<file path="src/source/ma_pkg.sv">
// Shared types, operation encodings, latencies and register map of the multiply-add unit.
package ma_pkg;

	typedef logic [31:0]	data_t;
	typedef logic [7:0]		issue_no_t;
	typedef logic [1:0]		op_class_t;
	typedef logic [1:0]		op_code_t;
	typedef logic [3:0]		wb_adr_t;	// Byte address.

	localparam int DEPTH_MLT	= 3;
	localparam int DEPTH_ADD	= 1;

	// Acceptance to result, in unstalled cycles.
	localparam int LAT_ADD		= DEPTH_ADD;
	localparam int LAT_MLT		= DEPTH_MLT;
	localparam int LAT_CHAIN	= DEPTH_MLT + DEPTH_ADD;

	localparam op_class_t OP_CLASS_ADD	= 2'd0;
	localparam op_class_t OP_CLASS_MLT	= 2'd1;

	localparam op_code_t OP_ADD	= 2'd0;
	localparam op_code_t OP_SUB	= 2'd1;
	localparam op_code_t OP_MUL	= 2'd0;
	localparam op_code_t OP_MAC	= 2'd2;	// Product plus bias register.
	localparam op_code_t OP_MAD	= 2'd3;	// Product plus data3.

	localparam wb_adr_t REG_CTRL	= 4'h0;
	localparam wb_adr_t REG_BIAS	= 4'h4;
	localparam wb_adr_t REG_COUNT	= 4'h8;

	typedef struct packed {
		op_class_t	op_class;
		op_code_t	op_code;
	} op_t;

	typedef struct packed {
		op_t		op;
		issue_no_t	issue_no;
		data_t		data1;
		data_t		data2;
		data_t		data3;
	} ma_req_t;

	typedef struct packed {
		issue_no_t	issue_no;
		data_t		data;
	} ma_res_t;

	typedef struct packed {
		logic		chain;		// Send the product on to the adder.
		issue_no_t	issue_no;
		data_t		addend;
	} ma_mlt_tok_t;

	typedef struct packed {
		issue_no_t	issue_no;
	} ma_add_tok_t;

	typedef struct packed {
		logic		cyc;
		logic		stb;
		logic		we;
		wb_adr_t	adr;
		data_t		dat_w;
	} wb_req_t;

	typedef struct packed {
		logic		ack;
		data_t		dat_r;
	} wb_rsp_t;

endpackage

</file>
<file path="src/source/ma_add_pipe.sv">
// One-stage integer add/subtract pipeline with its result token.
`timescale 1ns/1ps

module ma_add_pipe (
	input	logic					clock,
	input	logic					rst_n,
	input	logic					stall,
	input	logic					in_valid,
	input	logic					sub,
	input	ma_pkg::data_t			a,
	input	ma_pkg::data_t			b,
	input	ma_pkg::ma_add_tok_t	in_tok,
	output	logic					out_valid,
	output	ma_pkg::data_t			sum,
	output	ma_pkg::ma_add_tok_t	out_tok
);

	logic					valid_q;
	ma_pkg::data_t			sum_q;
	ma_pkg::ma_add_tok_t	tok_q;

	always_ff @(posedge clock or negedge rst_n) begin
		if (!rst_n) begin
			valid_q <= 1'b0;
		end else if (!stall) begin
			valid_q <= in_valid;
		end
	end

	// Wraps modulo 2^32.
	always_ff @(posedge clock) begin
		if (!stall && in_valid) begin
			sum_q <= sub ? (a - b) : (a + b);
			tok_q <= in_tok;
		end
	end

	assign out_valid	= valid_q;
	assign sum			= sum_q;
	assign out_tok		= tok_q;

endmodule

</file>
<file path="src/source/ma_csr.sv">
// Wishbone classic register block holding the enable, the MAC bias and the retired-result count.
`timescale 1ns/1ps

module ma_csr (
	input	logic				clock,
	input	logic				rst_n,
	input	ma_pkg::wb_req_t	wb_i,
	output	ma_pkg::wb_rsp_t	wb_o,
	input	logic				res_valid,
	output	logic				enable,
	output	ma_pkg::data_t		mac_bias
);

	logic			ack_q;
	logic			hit;
	ma_pkg::data_t	rdata_q;
	ma_pkg::data_t	rdata;
	logic			enable_q;
	ma_pkg::data_t	bias_q;
	ma_pkg::data_t	count_q;

	// New cycle seen; no second ack while the master still holds stb.
	assign hit = wb_i.cyc & wb_i.stb & ~ack_q;

	always_ff @(posedge clock or negedge rst_n) begin
		if (!rst_n) begin
			ack_q <= 1'b0;
		end else begin
			ack_q <= hit;
		end
	end

	always_ff @(posedge clock or negedge rst_n) begin
		if (!rst_n) begin
			enable_q	<= 1'b0;
			bias_q		<= '0;
		end else if (hit && wb_i.we) begin
			case (wb_i.adr)
				ma_pkg::REG_CTRL:	enable_q <= wb_i.dat_w[0];
				ma_pkg::REG_BIAS:	bias_q <= wb_i.dat_w;
				default:			;	// Count is read-only.
			endcase
		end
	end

	always_ff @(posedge clock or negedge rst_n) begin
		if (!rst_n) begin
			count_q <= '0;
		end else if (res_valid) begin
			count_q <= count_q + 1'b1;	// Wraps.
		end
	end

	always_comb begin
		case (wb_i.adr)
			ma_pkg::REG_CTRL:	rdata = {31'd0, enable_q};
			ma_pkg::REG_BIAS:	rdata = bias_q;
			ma_pkg::REG_COUNT:	rdata = count_q;
			default:			rdata = '0;
		endcase
	end

	always_ff @(posedge clock) begin
		if (hit) begin
			rdata_q <= rdata;
		end
	end

	assign wb_o.ack		= ack_q;
	assign wb_o.dat_r	= rdata_q;
	assign enable		= enable_q;
	assign mac_bias		= bias_q;

endmodule

</file>
<file path="src/source/ma_issue_ctrl.sv">
// Completion-slot reservation pipeline that admits a request only if its result slot is free.
`timescale 1ns/1ps

module ma_issue_ctrl (
	input	logic			clock,
	input	logic			rst_n,
	input	logic			stall,
	input	logic			enable,
	input	logic			req_valid,
	input	ma_pkg::op_t	op,
	output	logic			ready
);

	// Bit k set means a result already leaves k+1 cycles from now.
	logic [ma_pkg::LAT_CHAIN-1:0]	slots_q;
	logic [ma_pkg::LAT_CHAIN-1:0]	want;
	logic							accept;

	function automatic int unsigned op_latency(ma_pkg::op_t o);
		int unsigned lat;
		lat = ma_pkg::LAT_MLT;
		if (o.op_class == ma_pkg::OP_CLASS_ADD) begin
			lat = ma_pkg::LAT_ADD;
		end else begin
			case (o.op_code)
				ma_pkg::OP_MUL:					lat = ma_pkg::LAT_MLT;
				ma_pkg::OP_MAC, ma_pkg::OP_MAD:	lat = ma_pkg::LAT_CHAIN;
				default:						lat = ma_pkg::LAT_MLT;
			endcase
		end
		return lat;
	endfunction

	// One-hot slot that this op would complete in.
	assign want		= (ma_pkg::LAT_CHAIN)'(1) << (op_latency(op) - 1);

	assign ready	= enable & ~stall & ~|(slots_q & want);
	assign accept	= req_valid & ready;

	always_ff @(posedge clock or negedge rst_n) begin
		if (!rst_n) begin
			slots_q <= '0;
		end else if (!stall) begin
			slots_q <= (slots_q | (accept ? want : '0)) >> 1;	// Advance one cycle.
		end
	end

endmodule

</file>
<file path="src/source/ma_mult_pipe.sv">
// Integer multiplier pipeline that carries a token alongside each product.
`timescale 1ns/1ps

module ma_mult_pipe (
	input	logic					clock,
	input	logic					rst_n,
	input	logic					stall,
	input	logic					in_valid,
	input	ma_pkg::data_t			a,
	input	ma_pkg::data_t			b,
	input	ma_pkg::ma_mlt_tok_t	in_tok,
	output	logic					out_valid,
	output	ma_pkg::data_t			product,
	output	ma_pkg::ma_mlt_tok_t	out_tok
);

	logic [ma_pkg::DEPTH_MLT-1:0]	valid_q;
	ma_pkg::data_t					a_q;
	ma_pkg::data_t					b_q;
	ma_pkg::data_t					prod_q [ma_pkg::DEPTH_MLT-1];
	ma_pkg::ma_mlt_tok_t			tok_q [ma_pkg::DEPTH_MLT];

	always_ff @(posedge clock or negedge rst_n) begin
		if (!rst_n) begin
			valid_q <= '0;
		end else if (!stall) begin
			valid_q <= {valid_q[ma_pkg::DEPTH_MLT-2:0], in_valid};
		end
	end

	// Stage one takes the operands, stage two multiplies, the rest delay.
	always_ff @(posedge clock) begin
		if (!stall) begin
			a_q <= a;
			b_q <= b;
			prod_q[0] <= a_q * b_q;	// Low word only.
			for (int i = 1; i < ma_pkg::DEPTH_MLT - 1; i++) begin
				prod_q[i] <= prod_q[i-1];
			end
			tok_q[0] <= in_tok;
			for (int i = 1; i < ma_pkg::DEPTH_MLT; i++) begin
				tok_q[i] <= tok_q[i-1];
			end
		end
	end

	assign out_valid	= valid_q[ma_pkg::DEPTH_MLT-1];
	assign product		= prod_q[ma_pkg::DEPTH_MLT-2];
	assign out_tok		= tok_q[ma_pkg::DEPTH_MLT-1];

endmodule

</file>
<file path="src/source/ma_top.sv">
// Top level joining the multiply-add unit with its Wishbone register block.
`timescale 1ns/1ps

module ma_top (
	input	logic				clock,
	input	logic				rst_n,
	input	logic				stall,
	input	logic				req_valid,
	input	ma_pkg::ma_req_t	req,
	output	logic				req_ready,
	output	logic				res_valid,
	output	ma_pkg::ma_res_t	res,
	input	ma_pkg::wb_req_t	wb_i,
	output	ma_pkg::wb_rsp_t	wb_o
);

	logic			enable;
	ma_pkg::data_t	mac_bias;

	// Retired results also feed the counter.
	ma_unit unit (
		.clock(		clock		),
		.rst_n(		rst_n		),
		.stall(		stall		),
		.enable(	enable		),
		.mac_bias(	mac_bias	),
		.req_valid(	req_valid	),
		.req(		req			),
		.req_ready(	req_ready	),
		.res_valid(	res_valid	),
		.res(		res			)
	);

	ma_csr csr (
		.clock(		clock		),
		.rst_n(		rst_n		),
		.wb_i(		wb_i		),
		.wb_o(		wb_o		),
		.res_valid(	res_valid	),
		.enable(	enable		),
		.mac_bias(	mac_bias	)
	);

endmodule

</file>
<file path="src/source/ma_unit.sv">
// Multiply-add execution unit: routes requests to the pipelines, chains MAD/MAC, merges results.
`timescale 1ns/1ps

module ma_unit (
	input	logic				clock,
	input	logic				rst_n,
	input	logic				stall,
	input	logic				enable,
	input	ma_pkg::data_t		mac_bias,
	input	logic				req_valid,
	input	ma_pkg::ma_req_t	req,
	output	logic				req_ready,
	output	logic				res_valid,
	output	ma_pkg::ma_res_t	res
);

	logic					accept;
	logic					is_add;
	logic					is_mlt;

	logic					mlt_in_valid;
	ma_pkg::ma_mlt_tok_t	mlt_in_tok;
	logic					mlt_out_valid;
	ma_pkg::data_t			product;
	ma_pkg::ma_mlt_tok_t	mlt_out_tok;
	logic					chain_go;
	logic					mlt_done;

	logic					add_in_valid;
	logic					add_sub;
	ma_pkg::data_t			add_a;
	ma_pkg::data_t			add_b;
	ma_pkg::ma_add_tok_t	add_in_tok;
	logic					add_out_valid;
	ma_pkg::data_t			sum;
	ma_pkg::ma_add_tok_t	add_out_tok;

	assign accept	= req_valid & req_ready;
	assign is_add	= (req.op.op_class == ma_pkg::OP_CLASS_ADD);
	assign is_mlt	= (req.op.op_class == ma_pkg::OP_CLASS_MLT);

	ma_issue_ctrl issue_ctrl (
		.clock(		clock		),
		.rst_n(		rst_n		),
		.stall(		stall		),
		.enable(	enable		),
		.req_valid(	req_valid	),
		.op(		req.op		),
		.ready(		req_ready	)
	);

	// Bias is sampled here, at acceptance.
	assign mlt_in_valid			= accept & is_mlt;
	assign mlt_in_tok.chain		= (req.op.op_code == ma_pkg::OP_MAC) |
								  (req.op.op_code == ma_pkg::OP_MAD);
	assign mlt_in_tok.issue_no	= req.issue_no;
	assign mlt_in_tok.addend	= (req.op.op_code == ma_pkg::OP_MAD) ? req.data3 : mac_bias;

	ma_mult_pipe mult_pipe (
		.clock(		clock			),
		.rst_n(		rst_n			),
		.stall(		stall			),
		.in_valid(	mlt_in_valid	),
		.a(			req.data1		),
		.b(			req.data2		),
		.in_tok(	mlt_in_tok		),
		.out_valid(	mlt_out_valid	),
		.product(	product			),
		.out_tok(	mlt_out_tok		)
	);

	assign chain_go	= mlt_out_valid & mlt_out_tok.chain;
	assign mlt_done	= mlt_out_valid & ~mlt_out_tok.chain;

	// A chained product owns the adder input; reservation keeps new adds away.
	always_comb begin
		add_in_valid		= accept & is_add;
		add_a				= req.data1;
		add_b				= req.data2;
		add_in_tok.issue_no	= req.issue_no;
		case (req.op.op_code)
			ma_pkg::OP_ADD:	add_sub = 1'b0;
			ma_pkg::OP_SUB:	add_sub = 1'b1;
			default:		add_sub = 1'b0;
		endcase
		if (chain_go) begin
			add_in_valid		= 1'b1;
			add_a				= product;
			add_b				= mlt_out_tok.addend;
			add_in_tok.issue_no	= mlt_out_tok.issue_no;
			add_sub				= 1'b0;
		end
	end

	ma_add_pipe add_pipe (
		.clock(		clock			),
		.rst_n(		rst_n			),
		.stall(		stall			),
		.in_valid(	add_in_valid	),
		.sub(		add_sub			),
		.a(			add_a			),
		.b(			add_b			),
		.in_tok(	add_in_tok		),
		.out_valid(	add_out_valid	),
		.sum(		sum				),
		.out_tok(	add_out_tok		)
	);

	// The two streams never complete on the same cycle.
	assign res_valid = ~stall & (add_out_valid | mlt_done);

	always_comb begin
		if (add_out_valid) begin
			res.issue_no	= add_out_tok.issue_no;
			res.data		= sum;
		end else begin
			res.issue_no	= mlt_out_tok.issue_no;
			res.data		= product;
		end
	end

endmodule

</file>
<file path="config.mk">
export PLATFORM = sky130hd
export DESIGN_NAME = ma_top
export DESIGN_NICKNAME = d
export VERILOG_FILES = /design/src/source/ma_pkg.sv /design/src/source/ma_add_pipe.sv /design/src/source/ma_csr.sv /design/src/source/ma_issue_ctrl.sv /design/src/source/ma_mult_pipe.sv /design/src/source/ma_top.sv /design/src/source/ma_unit.sv
export SDC_FILE = /design/constraint.sdc
export NUM_CORES = 2
export LEC_CHECK = 0
export BUFFER_PORTS_ARGS = -buffer_cell sky130_fd_sc_hd__buf_2
export CAP_MARGIN = 10
export CELL_PAD_IN_SITES_DETAIL_PLACEMENT = 0
export CELL_PAD_IN_SITES_GLOBAL_PLACEMENT = 2
export CORE_MARGIN = 2
export CORE_UTILIZATION = 45
export CTS_CLUSTER_DIAMETER = 30
export DETAILED_ROUTE_END_ITERATION = 8
export PLACE_DENSITY = 0.95
export SKIP_LAST_GASP = 1
export SYNTH_ARGS = -nofsm -noshare
export SYNTH_HDL_FRONTEND = slang
export SYNTH_SLANG_ARGS = --single-unit
</file>
<file path="constraint.sdc">
create_clock -name clock -period 20.1 [get_ports clock]
set_input_delay 2.01 -clock clock [delete_from_list [all_inputs] [get_ports clock]]
set_output_delay 2.01 -clock clock [all_outputs]
set_load 0.01 [all_outputs]
</file>
=== After elaboration in Yosys (flattened, before gate mapping) ===
Memory sizes are Yosys's and may differ from the RTL's.
Cells that the tools add are included.

* Register bits after elaboration: 209
* Latch bits: 0
* RAM bits: 187
* ROM bits: 0
* Input port bits: 151
* Output and inout bits: 75
* Memories: 2

* Add/subtract/negate cells: 4
* Multiply operators: 1
* Div/mod/pow operators: 0
* Magnitude comparators: 0
* Eq/ne operators: 6
* Shift-type cells: 1
* Muxes and demuxes: 14
* Bitwise gates (word level): 17
* Reduce and logical (&&, ||, !) cells: 10

{| class="wikitable"
|+ Memories
! name !! depth !! width !! rd ports !! clocked after Yosys merged registers in !! write ports !! RTL line !! text
|-
| unit.mult_pipe.tok_q || 3 || 41 || 3 || 0 || 3 || ma_mult_pipe.sv:21 || <nowiki>ma_pkg::ma_mlt_tok_t tok_q [ma_pkg::DEPTH_MLT];</nowiki>
|-
| unit.mult_pipe.prod_q || 2 || 32 || 2 || 0 || 2 || ma_mult_pipe.sv:20 || <nowiki>ma_pkg::data_t prod_q [ma_pkg::DEPTH_MLT-1];</nowiki>
|}

{| class="wikitable"
|+ Operators with widths
! kind !! count
|-
| $mux 32 || 5
|-
| $pmux 32 s3 || 1
|-
| $mux 40 || 1
|-
| $add 32x1->32 const B || 1
|-
| $add 32x32->32 || 1
|-
| $mul 32x32->32 || 1
|-
| $shl 1x32->4 const A || 1
|-
| $sub 32x1->32 const B || 1
|-
| $sub 32x32->32 || 1
|-
| $and 1x1->1 || 10
|-
| $mux 8 || 1
|-
| $and 3x4->4 || 1
|-
| $eq 2x1->1 const B || 2
|-
| $eq 2x2->1 const B || 2
|-
| $eq 4x3->1 const B || 1
|-
| $eq 4x4->1 const B || 1
|-
| $logic_not 4->1 || 1
|-
| $mux 1 || 4
|-
| $mux 4 || 1
|-
| $or 3x4->4 || 1
|-
| $reduce_and 2->1 || 2
|-
| $reduce_or 4->1 || 1
|-
| $mux 3 || 1
|-
| $not 1->1 || 3
|-
| other kinds (5) || 8
|}

=== Longest topological paths before layout ===
* Depth in word-level cells: 14
* Gate-level depth with buffers: 28
* Depth with buffers taken out: 26

=== Hierarchy ===
A second synthesis with hierarchy kept.

* Cells, all modules: 2844
* Area, all modules: 33547.2 µm²

{| class="wikitable"
|+ By module, submodules not included
! module !! times used !! cells each !! area each (µm²)
|-
| ma_mult_pipe || 1 || 2045 || 23979.2
|-
| ma_csr || 1 || 265 || 4008.8
|-
| ma_add_pipe || 1 || 350 || 3382.0
|-
| ma_unit || 1 || 170 || 2024.4
|-
| ma_issue_ctrl || 1 || 14 || 152.6
|}

=== Worst setup path before layout ===
Ideal clock, no wire load.

* Path kind: input-to-reg
* From: input port stall
* To: register unit.add_pipe.valid_q (netlist: unit.add_pipe.out_valid)
* Library setup time: 0.134 ns
* Arrival time: 7.764 ns
* Setup slack: 12.202 ns
* Stages: 4
* Buffers on the path: 1
* Cell sequence: clkbuf_1 -> inv_1 -> and3_1 -> a21oi_1

* Longest elaborated chain between the ends: 6

{| class="wikitable"
|+ Ends and longest elaborated chain
! what !! RTL line !! text
|-
| start, declared || ma_top.sv:7 || <nowiki>input logic stall,</nowiki>
|-
| $not 1->1 || ma_issue_ctrl.sv:37 || <nowiki>assign ready = enable & ~stall & ~|(slots_q & want);</nowiki>
|-
| $and 1x1->1 (2 in a row) || ma_issue_ctrl.sv:37 ||
|-
| $and 1x1->1 || ma_unit.sv:38 || <nowiki>assign accept = req_valid & req_ready;</nowiki>
|-
| $and 1x1->1 || ma_unit.sv:77 || <nowiki>add_in_valid = accept & is_add;</nowiki>
|-
| $mux 1 || ma_unit.sv:86 || <nowiki>if (chain_go) begin</nowiki>
|-
| end signal, assigned || ma_add_pipe.sv:26 || <nowiki>valid_q <= in_valid;</nowiki>
|-
| end, declared || ma_add_pipe.sv:18 || <nowiki>logic valid_q;</nowiki>
|}

Parallel ways exist; a longest one is shown, timed or not.
A chain may end at the register's enable or synchronous reset.

==> key figures <==
Run status
  – Run status: complete, no violations

Die
  – Core area: 0.0717 mm²
  – Num rows: 98
  – Die Wd: 274 µm
  – Starting Density: 45.6%
  – Die Y: 274 µm
  – Io pins: 226
  – Die area: 0.0749 mm²

Critical path
  – Flop-to-flop setup slack: 12.25 ns
  – CP required: 20.39 ns
  – Worst-case reg-to-reg path depth: 23
  – Max FO, Critical Path: 30
  – Worst path most repeated cell: fa_1
  – Sum of buffers and inverters on the critical path: 5
  – Critical-path cell list: and2_1 -> fa_1 -> inv_1 -> fa_1 -> fa_1 -> fa_1 -> fa_1 -> fa_1 -> inv_1 -> fa_1 -> inv_1 -> fa_1 -> inv_1 -> ha_1 -> inv_1 -> nor2_1 -> a221o_1 -> a31o_2 -> a21oi_1 -> a21oi_1 -> a21o_1 -> a31oi_1 -> xnor2_1
  – CP Launch Type: flip-flop
  – Kind of critical path: flip-flop to flip-flop
  – CP peak stage delay: 0.79 ns
  – CP arrival: 8.13 ns
  – Crit Reg-Reg Endpoint: unit.mult_pipe.prod_q[0][31]
  – CP endpoint kind: flip-flop
  – R2r startpoint: unit.mult_pipe.b_q[2]
  – Critical path's slowest cell: edfxtp_1
  – Cell family with most CP delay: adder cells

CTS
  – Clock transition at path regs: 0.06 ns
  – Clock sink count: 396
  – CTS root buf: clkbuf_16
  – H-tree levels: 2
  – CTS tree: built
  – Quantity of gates resized following cts: 0
  – Max Buffers Root-to-Sink: 3
  – Worst-Skew Late Latency: 0.58 ns
  – Post CTS Setup Buffer Count: 0
  – CTS Hold Buffers Added: 0
  – TritonCTS buffer count: 53

Min path
  – Hold_sp: unit.mult_pipe.prod_q[0][21]
  – Hold depth: 0
  – Hold Path End: unit.mult_pipe.prod_q[0][53]
  – Worst min path class: flip-flop to flip-flop

Synth
  – Count leader, synth: nand2_1
  – EDFF count, synth: 323
  – Post-synthesis cell area: 0.0327 mm²
  – Synth async-reset ratio: 18.4%
  – Synth Area per Inst: 11.1 µm²
  – Post-synthesis cell type count: 79
  – Top cells by count, synth: nand2_1 (463), inv_1 (431), fa_1 (409)
  – Synth area leaders: edfxtp_1 (30%), fa_1 (25%), ha_1 (6.0%), dfrtp_1 (5.6%), nand2_1 (5.3%)
  – Area share of the largest cell type after synthesis: 29.7%
  – Synth Warn #: 0
  – Area leader, netlist: edfxtp_1
  – Main synth FF type: edfxtp_1
  – Cells after synthesis: 2940
  – Flops & latches, synth: 396
  – Sequential area share after synthesis: 35.2%
  – Synthesized Nets: 3656

Timing
  – Hold WS: 0.399 ns
  – Final worst slack: 12.25 ns
  – Tmin final: 7.85 ns
  – # setup viols final: 0
  – Setup TNS: 0 ns
  – RSZ-0062 raised after global routing: no
  – Clk_skew: 0.0353 ns
  – Fin crit share: 39.0%
  – Max Freq: 0.127 GHz
  – Pins Over Slew Limit: 0
  – Max_slew headroom: 25.0%
  – Endpoints failing hold: 0
  – Worst slew pin tran: 1.13 ns

Drt
  – Routed vias/inst: 5.27
  – DRC viols: 0
  – WL final: 83500 µm
  – DRT Pass-1 Iters: 6
  – Post-DRT Antenna Nets: 0
  – 1st-iter DRT viols: 1199
  – Routed wire per std cell: 20.3 µm
  – Vias: 21700

Final layout
  – Nets@finish: 3828
  – Syn-to-layout area delta: 11.9%
  – Layout cells sized above 1: 15.4%

Placed design
  – Port Buf Inserts: 225
  – Post-Place Worst Slack: 12.37 ns
  – Hpwl dp: 64600 µm
  – GPL Wtd Cong: 0.893

Global routing
  – First-pass GRT wire length: 133000 µm
  – Gr usage total: 22.9%
  – Vias in the first global route: 23600
  – Largest net degree at the start of global routing: 104
  – Overflow after GRT: 0
  – Initial antenna violation count: 15

Job
  – MaxCap Viol Count: 0
[placed cells by master, fill, tap and decap left out, types with 9 or more instances in the layout]
master and n:
nand2_1 463, inv_1 430, fa_1 409, edfxtp_1 323, and2_1 239, buf_2 224, ha_1 156, xnor2_1 125
mux2_2 109, dfrtp_1 72, a21oi_1 62, clkbuf_16 55, nor2_1 54, xor2_1 47, nor3_1 35, a22o_1 33
mux2i_1 30, a21o_1 27, buf_4 23, o21ai_0 21, nand3_1 18, and3_1 14, o21a_1 10, a31oi_1 10
nand4_1 10, nand2b_1 10, inv_6 9, clkinv_2 9
[kinds of logic (layout without fill, tap and decap cells)]
kind of cell               count (synthesis)  after routing  synth area share [%]
DFF                                      396            396                  35.2
muxes                                    140            140                  4.71
other                                      0              4                     0
xor gates and xnor gates                 173            173                  4.66
and+or+nand+nor                          888            888                  13.0
adders and majority gates                565            565                  31.0
buffers and inverters                    561            777                  6.52
AOI/OAI and AO/OA                        217            217                  4.84
[layout make-up]
| class | instances | area (µm²) |
|---|---|---|
| clock inverter | 38 | 445 |
| timing repair buffer | 247 | 1290 |
| multi-input combinational | 1983 | 19100 |
| sequential | 396 | 11500 |
| fill | 6298 | 35100 |
| tap | 950 | 1190 |
| clock buffer | 61 | 1410 |
| antenna | 4 | 10.0 |
| inverter | 431 | 1630 |
[how the worst max path moves through the flow]
stage | start | to | cells past startpoint
2_1_floorplan | stall | unit.add_pipe.out_valid | 4
6_report | unit.mult_pipe.b_q[2] | unit.mult_pipe.prod_q[0][31] | 23
4_1_cts | unit.mult_pipe.b_q[2] | unit.mult_pipe.prod_q[0][31] | 23
5_1_grt | unit.mult_pipe.b_q[2] | unit.mult_pipe.prod_q[0][31] | 22
3_3_place_gp | unit.mult_pipe.b_q[3] | unit.mult_pipe.prod_q[0][31] | 23
3_5_place_dp | unit.mult_pipe.b_q[2] | unit.mult_pipe.prod_q[0][31] | 23
[metal layers]
layer  wire length (µm)  global-route usage [%]
met1              35400                    30.0
met2              39900                    38.1
met3               5470                    4.61
met4               2600                    7.59
met5                140                       0
[registers in the layout, summed over array words and instances, names as in the netlist]
register and count:
csr.ack_q 1, unit.mult_pipe.b_q 32, unit.add_pipe.out_tok 8, csr.mac_bias 32, unit.mult_pipe.tok_q 123, unit.add_pipe.sum 32
csr.enable 1, unit.mult_pipe.valid_q 3, unit.mult_pipe.a_q 32, unit.mult_pipe.prod_q 64, csr.rdata_q 32, csr.count_q 32
unit.add_pipe.out_valid 1, unit.issue_ctrl.slots_q 3
[per-stage QoR]
step	utilization (%)	cell area (µm²)	cells
after floorplan	-	32700	2940
after global placement	48.4	34700	4007
after detailed placement	48.4	34700	4007
after CTS	51.0	36600	4106
after global routing	51.0	36600	4107
final	51.0	36600	4110
Power is not shown: default switching activity piles up to over one toggle a cycle in this logic, so the estimate is an artifact.
